==> config.mk <==
export PLATFORM = sky130hd
export DESIGN_NAME = mem_rd_merge_flat
export DESIGN_NICKNAME = d
export VERILOG_FILES = /design/src/logic/ram_pkg.sv /design/src/logic/mem_if.sv /design/src/logic/mem_rd_merge.sv /design/src/flat_wrapper.sv
export VERILOG_INCLUDE_DIRS = /design/src /design/src/include
export SDC_FILE = /design/constraint.sdc
export NUM_CORES = 1
export LEC_CHECK = 0
export ABC_AREA = 1
export BUFFER_PORTS_ARGS = -buffer_cell sky130_fd_sc_hd__buf_2
export CORE_MARGIN = 8
export CORE_UTILIZATION = 45
export CTS_BUF_LIST = sky130_fd_sc_hd__clkbuf_8
export DETAILED_ROUTE_END_ITERATION = 10
export PLACE_DENSITY = 0.83
export SETUP_SLACK_MARGIN = 0.02
export SYNTH_ARGS = -nofsm -noshare
export SYNTH_HDL_FRONTEND = slang
export SYNTH_SLANG_ARGS = --single-unit
==> constraint.sdc <==
create_clock -name clk -period 0.8 [get_ports clk]
set_input_delay 0.08 -clock clk [delete_from_list [all_inputs] [get_ports clk]]
set_output_delay 0.08 -clock clk [all_outputs]
set_load 0.03 [all_outputs]
==> src/include/ram_settings.svh <==
// ##############################
// data memory build settings
// widths, depth, lane count and window base
// ##############################
`ifndef RAM_SETTINGS_SVH
`define RAM_SETTINGS_SVH

// core data and address widths
`define RAM_DATA_W 64
`define RAM_ADDR_W 64

// one storage lane per byte of a doubleword
`define RAM_LANES 8

// 512 doublewords, a 4 KB window
`define RAM_WORDS 512
`define RAM_IDX_W 9

// first byte address of the window
`define RAM_BASE 64'h0000_0000_8000_0000

`endif

==> src/logic/ram_pkg.sv <==
// ##############################
// data memory types
// addresses, words, bytes, masks, indices
// ##############################
`include "ram_settings.svh"

package ram_pkg;

    // byte address as issued by the core
    typedef logic [`RAM_ADDR_W-1:0] addr_t;

    // one doubleword of data
    typedef logic [`RAM_DATA_W-1:0] dword_t;

    // the slice held by a single lane
    typedef logic [`RAM_DATA_W/`RAM_LANES-1:0] byte_t;

    // bit k selects byte k of a doubleword
    typedef logic [`RAM_LANES-1:0] bmask_t;

    // doubleword index inside the window
    typedef logic [`RAM_IDX_W-1:0] word_idx_t;

endpackage

==> src/logic/mem_if.sv <==


interface lane_rsp_if;

    // each lane drives its own byte of this word
    wire ram_pkg::dword_t lane_q;

    // forwarding info for a same-cycle read and write
    ram_pkg::bmask_t fwd_mask;
    ram_pkg::dword_t fwd_data;

    // a read was accepted one edge earlier
    logic rd_valid;
    // that read hit the window
    logic rd_in_range;

    modport ctrl (
        output fwd_mask, fwd_data, rd_valid, rd_in_range
    );

    modport lane (
        output lane_q
    );

    modport merge (
        input lane_q, fwd_mask, fwd_data, rd_valid, rd_in_range
    );

endinterface

==> src/logic/mem_rd_merge.sv <==
// ##############################
// read merger
// lane data, forwarded bytes or zero
// into the held read word
// ##############################
`include "ram_settings.svh"

module mem_rd_merge (
    input  logic            clk,
    input  logic            rst_i,
    lane_rsp_if.merge       rsp,
    output ram_pkg::dword_t mem_rdata_o
);

    localparam int unsigned BYTE_W = $bits(ram_pkg::byte_t);

    ram_pkg::dword_t merged;

    // byte-wise pick between the write of the same cycle and storage
    always_comb begin
        for (int k = 0; k < `RAM_LANES; k++) begin
            if (rsp.fwd_mask[k]) begin
                merged[k*BYTE_W +: BYTE_W] = rsp.fwd_data[k*BYTE_W +: BYTE_W];
            end else begin
                merged[k*BYTE_W +: BYTE_W] = rsp.lane_q[k*BYTE_W +: BYTE_W];
            end
        end
        // reads outside the window return zero
        if (!rsp.rd_in_range) begin
            merged = '0;
        end
    end

    // second edge of the read, held until the next read lands
    always_ff @(posedge clk) begin
        if (rst_i) begin
            mem_rdata_o <= '0;
        end else if (rsp.rd_valid) begin
            mem_rdata_o <= merged;
        end
    end

endmodule

==> src/flat_wrapper.sv <==
// flat-port wrapper written by rule: the top's interface ports become plain ports
module mem_rd_merge_flat 
  (clk, rst_i, mem_rdata_o, rsp_lane_q, rsp_fwd_mask, rsp_fwd_data, rsp_rd_valid, rsp_rd_in_range);
  lane_rsp_if rsp_i ();
  input  logic clk;
  input  logic rst_i;
  output ram_pkg::dword_t mem_rdata_o;
  input wire logic [$bits(rsp_i.lane_q)-1:0] rsp_lane_q;
  input wire logic [$bits(rsp_i.fwd_mask)-1:0] rsp_fwd_mask;
  input wire logic [$bits(rsp_i.fwd_data)-1:0] rsp_fwd_data;
  input wire logic [$bits(rsp_i.rd_valid)-1:0] rsp_rd_valid;
  input wire logic [$bits(rsp_i.rd_in_range)-1:0] rsp_rd_in_range;
  assign rsp_i.lane_q = rsp_lane_q;
  assign rsp_i.fwd_mask = rsp_fwd_mask;
  assign rsp_i.fwd_data = rsp_fwd_data;
  assign rsp_i.rd_valid = rsp_rd_valid;
  assign rsp_i.rd_in_range = rsp_rd_in_range;
  mem_rd_merge u_core (.clk(clk), .rst_i(rst_i), .rsp(rsp_i), .mem_rdata_o(mem_rdata_o));
endmodule
* After elaboration in Yosys (flattened, before gate mapping)
Cells that the tools add are included.
** Storage, ports and cells
- Register bits after elaboration :: 64
- Input port bits :: 140
- Output and inout port bits :: 64
** Operators by class
- Multiplexer cells :: 9
** Operator list (count)
- two-way mux 64 bit :: 1
- two-way mux 8 bit :: 8

* Logic depth before layout (Yosys ltp)
- Depth in word-level cells :: 2
- Gate-level depth with buffers :: 5

* Worst setup path before layout
Ideal clock, no wire load.
- Path type :: reg2reg
- Start point :: reg, netlist name u_core.mem_rdata_o[57]
- End point :: reg u_core.mem_rdata_o[57]
- Slack :: 0.025 ns
- Setup time :: 0.066 ns
- Cell stages (with the launch flop) :: 3
- Required time :: 0.734 ns
- Arrival time :: 0.709 ns
- Clock period less this slack :: 0.775 ns
- Buffers on the path :: 0
- Cell sequence :: dfxtp_1 nand2_1 a21oi_2
** RTL lines
- end signal, assigned :: RTL line mem_rd_merge.sv:39 : mem_rdata_o <= merged;
- end, declared :: RTL line mem_rd_merge.sv:12 : output ram_pkg::dword_t mem_rdata_o

* Worst setup path in the final report
- Start point :: reg u_core.mem_rdata_o[40]
- End point :: out mem_rdata_o[40]
** RTL lines
- end, declared :: RTL line flat_wrapper.sv:7 : output ram_pkg::dword_t mem_rdata_o;
No word-level cell between the ends.

==> flow_summary.ini <==
[outcome]
status = finished with violations
violations = negative setup slack

[logic_synthesis]
synth-xor-area-share_pct = 0
ys_seq_area_share_pct = 37.6
syn_area_per_cell_um2 = 6.19
synth_compound_area_share_pct = 9.52
synth.area.mux_share_pct = 0
yosysWarnings = 0
ys_top_cells_by_area = dfxtp_1 38%, nand2_1 21%, inv_1 15%, a21oi_1 9.3%, nand3_1 8.5%
synth_top_family_by_area = simple AND/OR/NAND/NOR gates
synth_top_cell_by_area = dfxtp_1
synth.distinct_cells = 16
synth_adder_area_share_pct = 0
syn_inst = 550
yosys_register_bits = 64
syn_nets = 690
synth.top_cell.area_share_pct = 37.6
synth-simple-area-share_pct = 31.6
netlist_area_um2 = 3400

[pwr]
p_per_area_nw_per_um2 = 1530
p_leak_nw = 2.98
p_sw_share_pct = 28.5
vdd_drop_max_mv = 0.788
internal-power_w = 0.00578
combPwrFrac_pct = 22.9
p_switching_w = 0.00231
pwr-share-clk_pct = 34.1
seqPwrFrac_pct = 43.0

[placed_design]
dpl_cell_area_um2 = 4530
routabilityCongestion = 0.890
place_ws_ns = -0.0313
placed_cells = 839
port-buffer-count = 203
hpwl_um = 8560

[die]
die_y_um = 103
dieArea_um2 = 10600
core_um2 = 7290
die_w_um = 103
start_util_pct = 46.7
io_pins = 204
rows = 31

[worst_setup_path]
path_buf_inv = 1
r2r_slack_ns = 0.01
start_kind = flip-flop
cp-startpoint = u_core.mem_rdata_o[40]
max_stage_delay_ns = 0.35
r2r_end = u_core.mem_rdata_o[33]
crit_cells = 1
worstPathRequired_ns = 0.72
cp_top_family = flip-flops
worstRegToRegCells = 4
worst-setup-path-type = reg2out
cp_max_fo = 2
cp-end-kind = output pin
cp_slowest_cell = dfxtp_2
crit_path_cell_trace = buf_6
worstPathArrival_ns = 0.81
endpoint = mem_rdata_o[40]
r2r-start = u_core.mem_rdata_o[33]

[routing]
viasPerCell = 4.68
via_count = 4055
detail-route-antenna-nets = 0
drc_errors = 0
drtPass1Iterations = 4
postRouteWirelength_um = 11700
drtIter0Drc = 149
wl_per_cell_um = 13.5

[layout]
drive_gt1_share_pct = 41.5
insertedDiodeCount = 0
area_delta_synth_final_pct = 55.5
seqCellArea_um2 = 1360
multi_input_area_um2 = 1410
fin_cells = 866
nets = 902
top_regs = u_core.mem_rdata_o: 64 flops
largest_register_ffs = 64
final_cell_area_um2 = 5290
finish.utilization_pct = 72.6
num-fill-cells = 562
top_register = u_core.mem_rdata_o

[sta]
rsz0062_at_grt = true
fin_ws_ns = -0.0942
max_freq_mhz = 1120
setup_viol = 64
tightest_slew_ns = 0.264
final_max_slew_viol_count = 0
finalHoldViolCount = 0
fin_crit_ns = 0.894
max_slew_margin_pct = 82.4
fin_skew_ns = 0
hold_ws_ns = 0.0880
post-route-period-util_pct = 112

[cts]
worst_skew_pair.late_latency_ns = 0.32
root_buffer = clkbuf_8
hold_buffers = 0
cts_buffer_depth = 2
cts_tree = done
htreeDepth = 3
clkTransAtPathRegs_ns = 0.07
cts-buffers-inserted = 9
clock_sinks = 64

[hold_path]
hold_path.startpoint = rsp_lane_q[24]
hold_class = in2reg

[global_routing]
overflow = 0
grt_first_pass_wirelength_um = 17900
antenna_found_initial = 0
grt_max_degree = 40
first_global_vias = 4091
track_usage_pct = 21.0

[job]
max_cap_viol_count = 0
-- layout make-up --
class | count | share of cell area (%)
Inverter | 138 | 9.88
Tap cell | 99 | 2.34
Timing Repair Buffer | 228 | 31.7
Sequential cell | 64 | 25.7
Clock buffer | 11 | 2.86
Clock inverter | 5 | 0.898
Multi-Input combinational cell | 321 | 26.6
-- routing by layer --
layer	vias to the layer above	GRT usage, %	part of all wire [%]
met5	-	0	0
met4	0	9.57	2.1
met3	23	6.48	9.7
met2	179	38.0	50
met1	1808	21.7	38
li1	2045	-	-
-- timing repair --
action | 4_1_cts | 5_1_grt
gates resized for setup | 192 | 2
hold endpoints to repair | 0 | 0
setup endpoints to repair | 64 | 64
pin swaps | 0 | 1
buffers inserted | 4 | 7
-- through the flow --
step | setup TNS, ns | total power (W)
6_report | -4.90 | 0.00809
5_1_grt | -6.73 | 0.00846
4_1_cts | -5.82 | 0.00808
3_5_place_dp | -0.113 | 0.00511
3_3_place_gp | 0 | 0.00507
2_1_floorplan | 0 | 0.00445
-- cell usage after synthesis --
| cell type | number |
|---|---|
| nand2_1 | 192 |
| inv_2 | 1 |
| clkinv_4 | 1 |
| buf_2 | 14 |
| nand3_1 | 58 |
| nand3_2 | 6 |
| inv_1 | 136 |
| buf_8 | 5 |
| buf_1 | 4 |
| dfxtp_1 | 64 |
| nand2_2 | 1 |
| a21oi_2 | 1 |
| buf_4 | 2 |
| buf_12 | 1 |
| a21oi_1 | 63 |
| clkbuf_1 | 1 |
-- worst min path at each step --
stage	endpoint	slack (ns)	cells past startpoint
6_report	u_core.mem_rdata_o[24]	0.09	5
5_1_grt	u_core.mem_rdata_o[61]	0.09	5
4_1_cts	u_core.mem_rdata_o[53]	0.07	5
3_5_place_dp	u_core.mem_rdata_o[16]	0.44	5
3_3_place_gp	u_core.mem_rdata_o[53]	0.42	5
2_1_floorplan	u_core.mem_rdata_o[54]	0.28	3
-- kinds of logic (layout without fill, tap and decap cells) --
family / after synthesis / in the layout
flops: 64 / 64
buf+inv: 165 / 382
compound gates: 64 / 64
simple gates: 257 / 257
-- layout by cell type, fill, tap and decap left out, types with 6 or more instances in the layout --
cell type | synthesis | final
a21oi_1 | 63 | 62
buf_12 | 1 | 6
buf_2 | 14 | 139
buf_4 | 2 | 19
buf_6 | 0 | 64
clkbuf_8 | 0 | 11
dfxtp_2 | 0 | 64
inv_1 | 136 | 138
nand2_1 | 192 | 191
nand3_1 | 58 | 58
nand3_2 | 6 | 6
-- power by group through the flow --
stage / Clock [W] / Combinational, W / Sequential, W
finish: 0.00276 / 0.00185 / 0.00348
global route: 0.00295 / 0.00202 / 0.00349
CTS: 0.00279 / 0.00181 / 0.00348
detailed placement: 0 / 0.00163 / 0.00348
global placement: 0 / 0.00159 / 0.00348
floorplan: 0 / 0.000690 / 0.00376
Note: power is estimated with default switching activity, not from simulation.
