[src/include/ram_settings.svh]
// ##############################
// data memory build settings
// widths, depth, lane count and window base
// ##############################
`ifndef RAM_SETTINGS_SVH
`define RAM_SETTINGS_SVH

// core data and address widths
`define RAM_DATA_W 64
`define RAM_ADDR_W 64

// one storage lane per byte of a doubleword
`define RAM_LANES 8

// 512 doublewords, a 4 KB window
`define RAM_WORDS 512
`define RAM_IDX_W 9

// first byte address of the window
`define RAM_BASE 64'h0000_0000_8000_0000

`endif

[src/logic/ram_pkg.sv]
// ##############################
// data memory types
// addresses, words, bytes, masks, indices
// ##############################
`include "ram_settings.svh"

package ram_pkg;

    // byte address as issued by the core
    typedef logic [`RAM_ADDR_W-1:0] addr_t;

    // one doubleword of data
    typedef logic [`RAM_DATA_W-1:0] dword_t;

    // the slice held by a single lane
    typedef logic [`RAM_DATA_W/`RAM_LANES-1:0] byte_t;

    // bit k selects byte k of a doubleword
    typedef logic [`RAM_LANES-1:0] bmask_t;

    // doubleword index inside the window
    typedef logic [`RAM_IDX_W-1:0] word_idx_t;

endpackage

[src/logic/mem_if.sv]
// ##############################
// lane_req_if  controller to lanes
// lane_rsp_if  lanes and controller to merger
// ##############################

interface lane_req_if;

    // write side, already gated and decoded
    ram_pkg::word_idx_t wr_idx;
    ram_pkg::dword_t    wr_data;
    // one strobe per lane, zero when the write is dropped
    ram_pkg::bmask_t    wr_bytes;

    // read side, one strobe for all lanes
    ram_pkg::word_idx_t rd_idx;
    logic               rd_en;

    modport ctrl (
        output wr_idx, wr_data, wr_bytes, rd_idx, rd_en
    );

    modport lane (
        input wr_idx, wr_data, wr_bytes, rd_idx, rd_en
    );

endinterface

interface lane_rsp_if;

    // each lane drives its own byte of this word
    wire ram_pkg::dword_t lane_q;

    // forwarding info for a same-cycle read and write
    ram_pkg::bmask_t fwd_mask;
    ram_pkg::dword_t fwd_data;

    // a read was accepted one edge earlier
    logic rd_valid;
    // that read hit the window
    logic rd_in_range;

    modport ctrl (
        output fwd_mask, fwd_data, rd_valid, rd_in_range
    );

    modport lane (
        output lane_q
    );

    modport merge (
        input lane_q, fwd_mask, fwd_data, rd_valid, rd_in_range
    );

endinterface

[src/logic/mem_port_ctrl.sv]
// ##############################
// data memory port controller
// acceptance, window decode, collision
// and registered forwarding info
// ##############################
`include "ram_settings.svh"

module mem_port_ctrl (
    input  logic             clk,
    input  logic             rst_i,
    input  logic             hold_flag_i,
    // write request from execute
    input  logic             mem_wen_i,
    input  ram_pkg::addr_t   mem_waddr_i,
    input  ram_pkg::dword_t  mem_wdata_i,
    input  ram_pkg::bmask_t  mem_wmask_i,
    // read request from decode
    input  logic             mem_ren_i,
    input  ram_pkg::addr_t   mem_raddr_i,
    lane_req_if.ctrl         req,
    lane_rsp_if.ctrl         rsp
);

    // low address bits that pick a byte inside a doubleword
    localparam int unsigned BYTE_SEL_W = $clog2(`RAM_LANES);
    // byte offset bits that span the whole window
    localparam int unsigned WIN_W = `RAM_IDX_W + BYTE_SEL_W;
    localparam ram_pkg::addr_t BASE = `RAM_BASE;

    ram_pkg::addr_t     w_off;
    ram_pkg::addr_t     r_off;
    ram_pkg::word_idx_t w_idx;
    ram_pkg::word_idx_t r_idx;
    logic               w_in_win;
    logic               r_in_win;
    logic               wr_acc;
    logic               rd_acc;
    logic               collide;

    // offsets from the base, wrap below the base lands out of window
    assign w_off = mem_waddr_i - BASE;
    assign r_off = mem_raddr_i - BASE;

    // in window when nothing above the window bits is set
    assign w_in_win = (w_off[`RAM_ADDR_W-1:WIN_W] == '0);
    assign r_in_win = (r_off[`RAM_ADDR_W-1:WIN_W] == '0);

    // doubleword index, byte select bits dropped
    assign w_idx = w_off[WIN_W-1:BYTE_SEL_W];
    assign r_idx = r_off[WIN_W-1:BYTE_SEL_W];

    // hold blocks both ports
    // out of window writes are dropped here
    assign wr_acc = mem_wen_i && !hold_flag_i && w_in_win;
    // range only decides data or zero later on
    assign rd_acc = mem_ren_i && !hold_flag_i;

    // same doubleword read and written this cycle
    assign collide = wr_acc && rd_acc && r_in_win && (r_idx == w_idx);

    // lane side requests
    assign req.wr_idx   = w_idx;
    assign req.wr_data  = mem_wdata_i;
    assign req.wr_bytes = wr_acc ? mem_wmask_i : '0;
    assign req.rd_idx   = r_idx;
    // lanes only fetch for reads that hit the window
    assign req.rd_en    = rd_acc && r_in_win;

    // read tracking and forwarding mask, one edge behind the request
    always_ff @(posedge clk) begin
        if (rst_i) begin
            rsp.rd_valid    <= 1'b0;
            rsp.rd_in_range <= 1'b0;
            rsp.fwd_mask    <= '0;
        end else begin
            rsp.rd_valid    <= rd_acc;
            rsp.rd_in_range <= r_in_win;
            rsp.fwd_mask    <= collide ? mem_wmask_i : '0;
        end
    end

    // forwarded bytes, only looked at under fwd_mask
    always_ff @(posedge clk) begin
        rsp.fwd_data <= mem_wdata_i;
    end

endmodule

[src/flat_wrapper.sv]
// flat-port wrapper written by rule: the top's interface ports become plain ports
module mem_port_ctrl_flat 
  (clk, rst_i, hold_flag_i, mem_wen_i, mem_waddr_i, mem_wdata_i, mem_wmask_i, mem_ren_i, mem_raddr_i, req_wr_idx, req_wr_data, req_wr_bytes, req_rd_idx, req_rd_en, rsp_fwd_mask, rsp_fwd_data, rsp_rd_valid, rsp_rd_in_range);
  lane_req_if req_i ();
  lane_rsp_if rsp_i ();
  input  logic clk;
  input  logic rst_i;
  input  logic hold_flag_i;
  input  logic mem_wen_i;
  input  ram_pkg::addr_t mem_waddr_i;
  input  ram_pkg::dword_t mem_wdata_i;
  input  ram_pkg::bmask_t mem_wmask_i;
  input  logic mem_ren_i;
  input  ram_pkg::addr_t mem_raddr_i;
  output wire logic [$bits(req_i.wr_idx)-1:0] req_wr_idx;
  output wire logic [$bits(req_i.wr_data)-1:0] req_wr_data;
  output wire logic [$bits(req_i.wr_bytes)-1:0] req_wr_bytes;
  output wire logic [$bits(req_i.rd_idx)-1:0] req_rd_idx;
  output wire logic [$bits(req_i.rd_en)-1:0] req_rd_en;
  output wire logic [$bits(rsp_i.fwd_mask)-1:0] rsp_fwd_mask;
  output wire logic [$bits(rsp_i.fwd_data)-1:0] rsp_fwd_data;
  output wire logic [$bits(rsp_i.rd_valid)-1:0] rsp_rd_valid;
  output wire logic [$bits(rsp_i.rd_in_range)-1:0] rsp_rd_in_range;
  assign req_wr_idx = req_i.wr_idx;
  assign req_wr_data = req_i.wr_data;
  assign req_wr_bytes = req_i.wr_bytes;
  assign req_rd_idx = req_i.rd_idx;
  assign req_rd_en = req_i.rd_en;
  assign rsp_fwd_mask = rsp_i.fwd_mask;
  assign rsp_fwd_data = rsp_i.fwd_data;
  assign rsp_rd_valid = rsp_i.rd_valid;
  assign rsp_rd_in_range = rsp_i.rd_in_range;
  mem_port_ctrl u_core (.clk(clk), .rst_i(rst_i), .hold_flag_i(hold_flag_i), .mem_wen_i(mem_wen_i), .mem_waddr_i(mem_waddr_i), .mem_wdata_i(mem_wdata_i), .mem_wmask_i(mem_wmask_i), .mem_ren_i(mem_ren_i), .mem_raddr_i(mem_raddr_i), .req(req_i), .rsp(rsp_i));
endmodule
[config.mk]
export PLATFORM = sky130hd
export DESIGN_NAME = mem_port_ctrl_flat
export DESIGN_NICKNAME = d
export VERILOG_FILES = /design/src/logic/ram_pkg.sv /design/src/logic/mem_if.sv /design/src/logic/mem_port_ctrl.sv /design/src/flat_wrapper.sv
export VERILOG_INCLUDE_DIRS = /design/src /design/src/include
export SDC_FILE = /design/constraint.sdc
export NUM_CORES = 1
export LEC_CHECK = 0
export BUFFER_PORTS_ARGS = -buffer_cell sky130_fd_sc_hd__buf_2
export CORE_AREA = 5 5 142 144
export DETAILED_ROUTE_END_ITERATION = 7
export DIE_AREA = 0 0 147 149
export SLEW_MARGIN = 20
export SYNTH_ARGS = -nofsm -noshare
export SYNTH_HDL_FRONTEND = slang
export SYNTH_SLANG_ARGS = --single-unit
[constraint.sdc]
create_clock -name clk -period 5.2 [get_ports clk]
set_input_delay 1.04 -clock clk [delete_from_list [all_inputs] [get_ports clk]]
set_output_delay 1.04 -clock clk [all_outputs]
set_load 0.01 [all_outputs]
; ---- Word-level counts from Yosys, hierarchy flattened
; Index checks and enable logic that the tools add are counted.
[word_totals]
regBits = 74
in_bits = 205
elab_cells = 20
[classes]
n_mux = 1
n_eq_ne = 1
reduce_logical = 11
bitwise_logic = 1
addsub = 2
[op_table]
columns = cell, n
row1 = 64-bit by 32-bit subtractor with 64-bit output (second input constant), 2
row2 = 52-bit zero test, 2
row3 = 9-bit equality test, 1
row4 = 8-bit 2-to-1 mux, 1
row5 = 1-bit logical AND, 7
row6 = 2-bit OR reduction, 1
row7 = 1-bit zero test, 1
row8 = 1-bit NOT, 1

; ---- Depth between registers and ports, before layout
; Gate-level depths: netlist of run 1.
[logic_depth]
word_depth = 8
mapped_depth = 11
mapped_depth_nobuf = 9

; ---- Worst setup path after synthesis of run 1
; Ideal clock, no wire load.
[synth_timing]
kind = input to output
start = input mem_waddr_i[37]
end = output req_wr_bytes[0]
arrival_time_ns = 3.709
setup_slack_ns = 0.451
path_buffers = 2
stages = 9
path_cell_list = or4_4 -> or4_1 -> a21oi_1 -> o22ai_1 -> or4_1 -> or4_1 -> buf_2 -> buf_6 -> nor2_1
[synth_between]
elab_chain_cells = 4
[synth_rtl]
columns = item, line_no
row1 = from (decl), flat_wrapper.sv:10  ; input ram_pkg::addr_t mem_waddr_i;
row2 = 64-bit by 32-bit subtractor with 64-bit output, mem_port_ctrl.sv:41  ; assign w_off = mem_waddr_i - BASE;
row3 = 52-bit zero test, mem_port_ctrl.sv:45  ; assign w_in_win = (w_off[`RAM_ADDR_W-1:WIN_W] == '0);
row4 = 1-bit logical AND, mem_port_ctrl.sv:54  ; assign wr_acc = mem_wen_i && !hold_flag_i && w_in_win;
row5 = 8-bit 2-to-1 mux, mem_port_ctrl.sv:64  ; assign req.wr_bytes = wr_acc ? mem_wmask_i : '0;
row6 = to (decl), flat_wrapper.sv:17  ; output wire logic [$bits(req_i.wr_bytes)-1:0] req_wr_bytes;
; No other way between the ends.

; ---- Worst setup path after layout of run 1
[layout_timing]
start = input mem_waddr_i[37]
end = output req_wr_bytes[7]
; The elaborated chain is that of the path after synthesis.

==> results.toml, run 1 <==
[run_status]
status = "complete, no violations"

[worst_setup_path]
critPathCaptureType = "output pin"
arrival_ns = 3.96
worstSetupPathType = "in2out"
crit_path_start_kind = "primary input"
crit_start = "mem_waddr_i[37]"
critPathMaxFanout = 14
cp_data_required_time_ns = 4.16

[yosys]
syn_area_mm2 = 0.00336
synth_warnings = 0
synthArstFlopShare_pct = 0
ys_ff_latch = 74
synth_edf_count = 0
syn_inst = 359
syn_nets = 566
syn_avg_cell_area_um2 = 9.35
ys_types = 50
ys_seq_area_share_pct = 44.1
synth_flop_cell = "dfxtp_1"

[placement]
dpl-instance-area_mm2 = 0.00492
dp_hpwl_um = 12100
placed_cells = 882
place.gp.congestion = 0.895
numPortBuffers = 363

[finish]
fillers = 2032
nNetsFinal = 866
utilization_pct = 28.3
diodes = 0
fin_cells = 898
layout-drive-gt1-share_pct = 60.2
final_area_mm2 = 0.00526
multiInputGateArea_mm2 = 0.00119
seq_area_mm2 = 0.00148
synthToLayoutAreaGrowth_pct = 56.6

[min_path]
min-delay-start = "mem_wdata_i[11]"
hold_class = "in2reg"

[floorplanning]
start_util_pct = 18.1
core_mm2 = 0.0186
fp.dieW_um = 147
io_pins = 370
fp.dieH_um = 149
rows = 50
die_area_mm2 = 0.0219

[power]
max-vdd-ir-drop_v = 0.000147
p_leak_nw = 2.68
power_density_mw_per_mm2 = 287

[timing]
tightestPinTransition_ns = 0.613
setup_tns_ns = 0
slew_headroom_pct = 58.9
drv_slew = 0
finalSetupViolCount = 0
fin_crit_sh_pct = 96.1
fmax_mhz = 200
hold_viol_final = 0
rsz0062_at_grt = "no"
period_needed_ns = 5.00

[global_routing]
overflow = 0
grt_usage_pct = 11.5
grt_pass1_wl_um = 19300
grt_max_degree = 15
grt_pass1_vias = 3638
antenna_found_initial = 0

[cts]
hold_buffers = 0
postCtsSetupBuffers = 0
cts_root_buf = "clkbuf_16"
cts.reportedPaths.clkPinSlew_ns = 0.06
cts_num_sinks = 74
cts_buffers = 9
cts_tree = "yes"
h-tree-depth = 3
cts_resized = 0
clockBufferDepth = 2

[drt]
dr.pass1.iters = 4
vias = 3616
drt-wirelength-per-cell_um = 15.3
drt-total-wl_um = 13700
drtIter0Drc = 92
drtAntennaViolNets = 0
drc_errors = 0
viasPerCell = 4.03

[run]
cap_violations = 0
path summary, 6_finish.rpt:
kind / slack [ns] / cells after the start / end
hold / removal: 0.81 / 1 / u_core.rsp.fwd_data[11]
setup / recovery: 0.20 / 10 / req_wr_bytes[7]
where the power goes:
part,leakage [nW],switching [mW],internal [mW]
sequential,0.621,0.00606,0.594
combinational,1.91,0.123,0.115
clock,0.158,0.248,0.425
total,2.68,0.376,1.13
cells in the mapped netlist (all sizes together), types with 7 or more instances:
library cell  count  area [um^2]
o21ai             7         35.0
nor2             22         82.6
nand4            13         81.3
inv              16         60.1
xnor2            10         87.6
nor3             22          120
nand2            15         56.3
nor4             22          144
dfxtp            74         1480
buf              84          632
xor2              7         61.3
layout make-up:
type | instances | area share, %
Sequential cell | 74 | 28.2
Tap cell | 234 | 5.57
Inverter | 16 | 1.14
Clock inverter | 7 | 1.93
Clock buffer | 9 | 4.28
Multi-Input combinational cell | 185 | 22.7
Timing Repair Buffer | 373 | 36.2
stage by stage:
step / hold slack (ns) / total power [mW] / setup slack [ns]
after floorplan: 1.07 / 0.728 / 0.451
after global placement: 1.15 / 0.850 / 0.161
after detailed placement: 1.15 / 0.852 / 0.152
after CTS: 0.784 / 1.54 / 0.134
after global routing: 0.787 / 1.58 / 0.0570
final: 0.812 / 1.51 / 0.204
sequential cells by signal, indices dropped and copies added, names as in the netlist:
name / cells
u_core.rsp.fwd_data: 64
u_core.rsp.fwd_mask: 8
u_core.rsp.rd_in_range: 1
u_core.rsp.rd_valid: 1
per-layer routing:
metal  vias up  routed length (um)  GRT usage (%)
li1       1784                   -              -
met1      1633                5110           11.9
met2       186                7400           22.1
met3        13                1060           3.65
met4         0                 145           3.17
met5         -                   0              0
logic make-up after synthesis:
group,after synthesis,synth area share [%]
AND/OR/NAND/NOR,135,23.4
buffers and inverters,100,20.6
flip-flops,74,44.1
AO/OA/AOI/OAI,29,6.00
XOR/XNOR,17,4.44
multiplexers,2,0.634
adder cells (fa/ha/maj),2,0.746
critical path, stage by stage:
cell,delay [ns]
buf_2,0.12
or4_4,0.55
or4_1,0.47
a21oi_1,0.16
o22ai_1,0.10
or4_1,0.53
or4_4,0.58
buf_12,0.18
nor2_1,0.08
buf_2,0.14
layout by cell type (no fill, tap or decap), types with 7 or more instances in the layout:
cell       count
nand4_1       13
nor4_1        21
clkbuf_16      9
xnor2_1       10
buf_2        363
buf_4          9
xor2_1         7
nand2_1       15
nor3_1        19
o21ai_0        7
dfxtp_1       74
inv_1         16
nor2_1        22
Note: power is estimated with default switching activity, not from simulation.
==> run 2: changes to the inputs <==
Settings changed: ABC_AREA set to 1, BUFFER_PORTS_ARGS -buffer_cell sky130_fd_sc_hd__buf_2 to not set, CORE_AREA 5 5 142 144 to 5 5 140 142, DIE_AREA 0 0 147 149 to 0 0 145 147, DONT_BUFFER_PORTS set to 1.
==> run 2 against run 1 <==
Effect of this change: setup slack gained 0.97 ns; synthesized cell count increased by 100%; non-clock buffer count is 373 lower; critical path depth is 1 higher; maximum frequency grew 24%; sequential power is 3.7% higher; worst hold slack lost 0.077 ns; wire length rose by 21%; final cell count rose by 1.2%; critical endpoint is now req_wr_bytes[2]; synthesized area rose by 40%.
==> results.toml, run 2 <==
[yosys]
synth_warnings = 0
syn_area_mm2 = 0.00470
synthArstFlopShare_pct = 0
syn_inst = 734
ys_seq_area_share_pct = 31.5
synth_top_cell_by_area = "dfxtp_1"
synth_edf_count = 0
ys_ff_latch = 74
synth_top_area_share_pct = 31.5
synth_fa_ha_area_share_pct = 0.533
syn_nets = 941
yosys.area_share.simple_pct = 42.7
synth_flop_cell = "dfxtp_1"
synth_compound_area_share_pct = 3.09
syn_avg_cell_area_um2 = 6.40
ys_types = 33
synth_top_family_by_area = "simple AND/OR/NAND/NOR gates"
synthMuxAreaShare_pct = 0
ys_top_cells_by_area = "dfxtp_1 (32%), nand2_1 (15%), buf_4 (13%)"
synthXorXnorAreaFrac_pct = 1.68
synthMostInstantiatedCell = "nand2_1"
synthTopCellsByCount = "nand2_1 (190), nor2_1 (154), buf_4 (83), inv_1 (82), dfxtp_1 (74)"

[cts]
cts_root_buf = "clkbuf_16"
cts.reportedPaths.clkPinSlew_ns = 0.06
cts_num_sinks = 74
cts_tree = "yes"
h-tree-depth = 3
clockBufferDepth = 2
postCtsSetupBuffers = 0
cts_resized = 0
hold_buffers = 0
cts_buffers = 9

[worst_setup_path]
critPathCaptureType = "output pin"
cp_data_required_time_ns = 4.16
cpPeakStageDelay_ns = 0.44
arrival_ns = 2.98
worstSetupPathType = "in2out"
critPathMaxFanout = 8
crit_path_top_delay_cell = "or2_1"
cp_common_cell = "nand3_1"
path_cells = "inv_1, ha_1, nand2_2, nor2_8, nand2_1, o21ai_1, nand3_1, nor2_1, nand3_1, or2_1, nor2_2"
crit_path_start_kind = "primary input"

[timing]
tightestPinTransition_ns = 0.627
fmax_mhz = 249
slew_headroom_pct = 57.8
drv_slew = 0
rsz0062_at_grt = "no"
period_needed_ns = 4.02
finalSetupViolCount = 0
setup_tns_ns = 0
fin_crit_sh_pct = 77.4
hold_viol_final = 0

[drt]
vias = 4012
drtIter0Drc = 265
drc_errors = 0
dr.pass1.iters = 5
drtAntennaViolNets = 0
drt-wirelength-per-cell_um = 18.3
drt-total-wl_um = 16600
viasPerCell = 4.41

[floorplanning]
io_pins = 370
fp.dieH_um = 147
fp.dieW_um = 145
start_util_pct = 25.6
rows = 50
die_area_mm2 = 0.0213
core_mm2 = 0.0183

[finish]
multiInputGateArea_mm2 = 0.00225
nNetsFinal = 868
final_cell_mix = "nand2_1 (190), nor2_1 (154), inv_1 (82), dfxtp_1 (74), nand3_1 (32)"
largest_reg_flops = 64
layout-drive-gt1-share_pct = 10.5
final_common_cell = "nand2_1"
top_register = "u_core.rsp.fwd_data"
synthToLayoutAreaGrowth_pct = 0.0267
reg_top3 = "u_core.rsp.fwd_data: 64 flops, u_core.rsp.fwd_mask: 8 flops"
seq_area_mm2 = 0.00148
utilization_pct = 25.6
fillers = 2065

[power]
power_density_mw_per_mm2 = 292
pwr-share-clk_pct = 48.0
intPower_mw = 1.06
p_leak_nw = 2.13
p_sw_share_pct = 22.9
seq_power_share_pct = 45.3
max-vdd-ir-drop_v = 0.000292
pwr-share-comb_pct = 6.7
p_switching_uw = 314

[run]
cap_violations = 0

[placement]
numPortBuffers = 0
place.gp.congestion = 0.924
dp_hpwl_um = 14700

[global_routing]
grt_usage_pct = 14.5
grt_max_degree = 13
antenna_found_initial = 18
grt_pass1_vias = 3810
overflow = 0
grt_pass1_wl_um = 23900

[run_status]
status = "complete, no violations"

[min_path]
hold_class = "in2reg"
run 2: routing by layer:
layer	track usage, %	share of wire (%)	vias up
met2	25.7	50	235
met3	7.68	14	27
met4	3.77	1.6	12
li1	-	-	2014
met5	0	0.51	-
met1	15.1	34	1724
run 2: path summary, 6_finish.rpt:
path                         from                      end  slack, ns  cells past startpoint
setup / recovery  mem_waddr_i[31]          req_wr_bytes[2]       1.18                     11
hold / removal    mem_wdata_i[58]  u_core.rsp.fwd_data[58]       0.74                      0
run 2: logic make-up (layout without fill, tap and decap cells):
family | count (synthesis) | after routing
adders and majority gates | 2 | 2
xor gates and xnor gates | 9 | 9
other | 0 | 10
DFF | 74 | 74
buffers and inverters | 171 | 102
and+or+nand+nor | 451 | 451
AOI/OAI and AO/OA | 27 | 27
run 2: per-stage QoR:
stage,setup WS (ns),total power [mW],hold slack [ns],instances,area [um^2]
2_1_floorplan,1.60,0.770,1.07,734,4700
3_3_place_gp,1.19,0.727,1.07,884,4360
3_5_place_dp,1.17,0.728,1.07,884,4360
4_1_cts,1.16,1.39,0.721,899,4670
5_1_grt,0.975,1.43,0.719,906,4690
6_report,1.18,1.37,0.736,909,4700
run 2: worst max-delay path, delay by kind of cell:
family                   cells  cell delay [ns]
AND/OR/NAND/NOR              8             1.54
AO/OA/AOI/OAI                1             0.14
buffers and inverters        1             0.05
adder cells (fa/ha/maj)      1             0.21
run 2: power by group through the flow:
stage | clock [mW] | combinational, mW | sequential (mW)
final | 0.660 | 0.0923 | 0.622
after global routing | 0.700 | 0.107 | 0.624
after CTS | 0.676 | 0.0928 | 0.623
after detailed placement | 0 | 0.0924 | 0.635
after global placement | 0 | 0.0914 | 0.635
after floorplan | 0 | 0.142 | 0.627
run 2: layout make-up:
cell class                      count  area share, %
Multi-Input combinational cell    489           48.0
Sequential cell                    74           31.5
Inverter                           87           6.98
Tap cell                          234           6.23
Clock buffer                       10           5.09
Clock inverter                      5           1.68
Antenna cell                       10          0.533
==> run 3: changes to the inputs <==
Clock period 5.2 ns to 3.3 ns, I/O delays scaled along.
==> run 3 against run 2 <==
Effect of this change: setup slack lost 0.98 ns; first-iteration DRC count fell by 34%; worst hold slack got worse by 0.38 ns; utilization shrank 0.13 points; final cell count up 0.77%; critical path depth unchanged.
==> results.toml, run 3 (same netlist as run 2, synthesis figures left out) <==
[min_path]
hold_class = "in2reg"
min_path_cells = 0

[drt]
drtIter0Drc = 174
drtAntennaViolNets = 0
drt-total-wl_um = 16700
drc_errors = 0
vias = 4098
dr.pass1.iters = 4
drt-wirelength-per-cell_um = 18.2
viasPerCell = 4.47

[timing]
drv_slew = 0
fin_crit_sh_pct = 94.2
rsz0062_at_grt = "no"
tightestPinTransition_ns = 0.542
finalSetupViolCount = 0
slew_headroom_pct = 63.5
setup_tns_ns = 0
hold_viol_final = 0
fmax_mhz = 322
period_needed_ns = 3.11

[cts]
clockBufferDepth = 2
cts_root_buf = "clkbuf_16"
cts_buffers = 9
cts_tree = "yes"
cts.reportedPaths.clkPinSlew_ns = 0.06
postCtsSetupBuffers = 0
cts_num_sinks = 74
h-tree-depth = 3

[global_routing]
antenna_found_initial = 20
grt_usage_pct = 14.4
grt_pass1_wl_um = 23600
overflow = 0
grt_max_degree = 14
grt_pass1_vias = 3667

[finish]
multiInputGateArea_mm2 = 0.00226
reg_top3 = "u_core.rsp.fwd_data: 64 flops, u_core.rsp.fwd_mask: 8 flops"
seq_area_mm2 = 0.00148
final_cell_mix = "nand2_1 (190), nor2_1 (154), inv_1 (82), dfxtp_1 (74), nand3_1 (32)"
final_common_cell = "nand2_1"
layout-drive-gt1-share_pct = 10.8
largest_reg_flops = 64
fillers = 2091
synthToLayoutAreaGrowth_pct = -0.480
utilization_pct = 25.5
top_register = "u_core.rsp.fwd_data"
fin_cells = 916
nNetsFinal = 869
final_area_mm2 = 0.00467

[floorplanning]
die_area_mm2 = 0.0213
io_pins = 370
start_util_pct = 25.6
fp.dieH_um = 147
fp.dieW_um = 145
core_mm2 = 0.0183
rows = 50

[power]
power_mw = 2.01
max-vdd-ir-drop_v = 0.000390
p_leak_nw = 2.10
power_density_mw_per_mm2 = 430

[worst_setup_path]
worstSetupPathType = "in2out"
critPathMaxFanout = 8
cp_data_required_time_ns = 2.64
crit_path_start_kind = "primary input"
arrival_ns = 2.45
critPathCaptureType = "output pin"

[run]
cap_violations = 0

[placement]
numPortBuffers = 0
dp_hpwl_um = 14800
dpl-instance-area_mm2 = 0.00436
placed_cells = 885
place.gp.congestion = 0.907

[run_status]
status = "complete, no violations"
[run 3: final timing paths]
path	from	to	slack, ns
max	mem_waddr_i[31]	req_wr_bytes[4]	0.19
min	mem_wdata_i[29]	u_core.rsp.fwd_data[29]	0.35
[run 3: worst max-delay path, cell delays in order]
cell	delay [ns]
inv_1	0.06
ha_1	0.21
nand2_2	0.13
nor2_8	0.17
nand2_1	0.12
o21ai_1	0.14
nand3_1	0.10
nor2_1	0.19
nand3_1	0.15
or2_4	0.35
nor2_2	0.16
[run 3: area by class of cell]
type	instances	area share (%)
clock buffer	10	4.90
inverter	87	7.01
timing repair buffer	1	0.161
tap	234	6.26
clock inverter	6	0.910
sequential	74	31.7
antenna	15	0.803
multi-input combinational	489	48.3
[run 3: timing repair]
item | 4_1_cts | 5_1_grt
gates resized for setup | 0 | 2
setup endpoints to repair | 0 | 8
hold buffers | 0 | 0
[run 3: report_power, final]
part           internal [mW]  switching, mW  total (mW)
combinational         0.0560         0.0888       0.145
sequential             0.937         0.0426       0.980
clock                  0.510          0.377       0.887
[run 3: per-layer routing]
layer  up-vias  share of wire [%]  GRT usage [%]
li1       2032                  -              -
met1      1800                 35           14.6
met2       235                 50           25.3
met3        21                 14           8.48
met4        10                1.3           3.81
met5         -               0.41              0
[run 3: through the flow]
step | setup slack, ns | hold slack, ns
after CTS | 0.0496 | 0.335
after detailed placement | 0.0591 | 0.688
after floorplan | 0.458 | 0.688
after global placement | 0.101 | 0.688
after global routing | 0.0802 | 0.333
final | 0.192 | 0.355
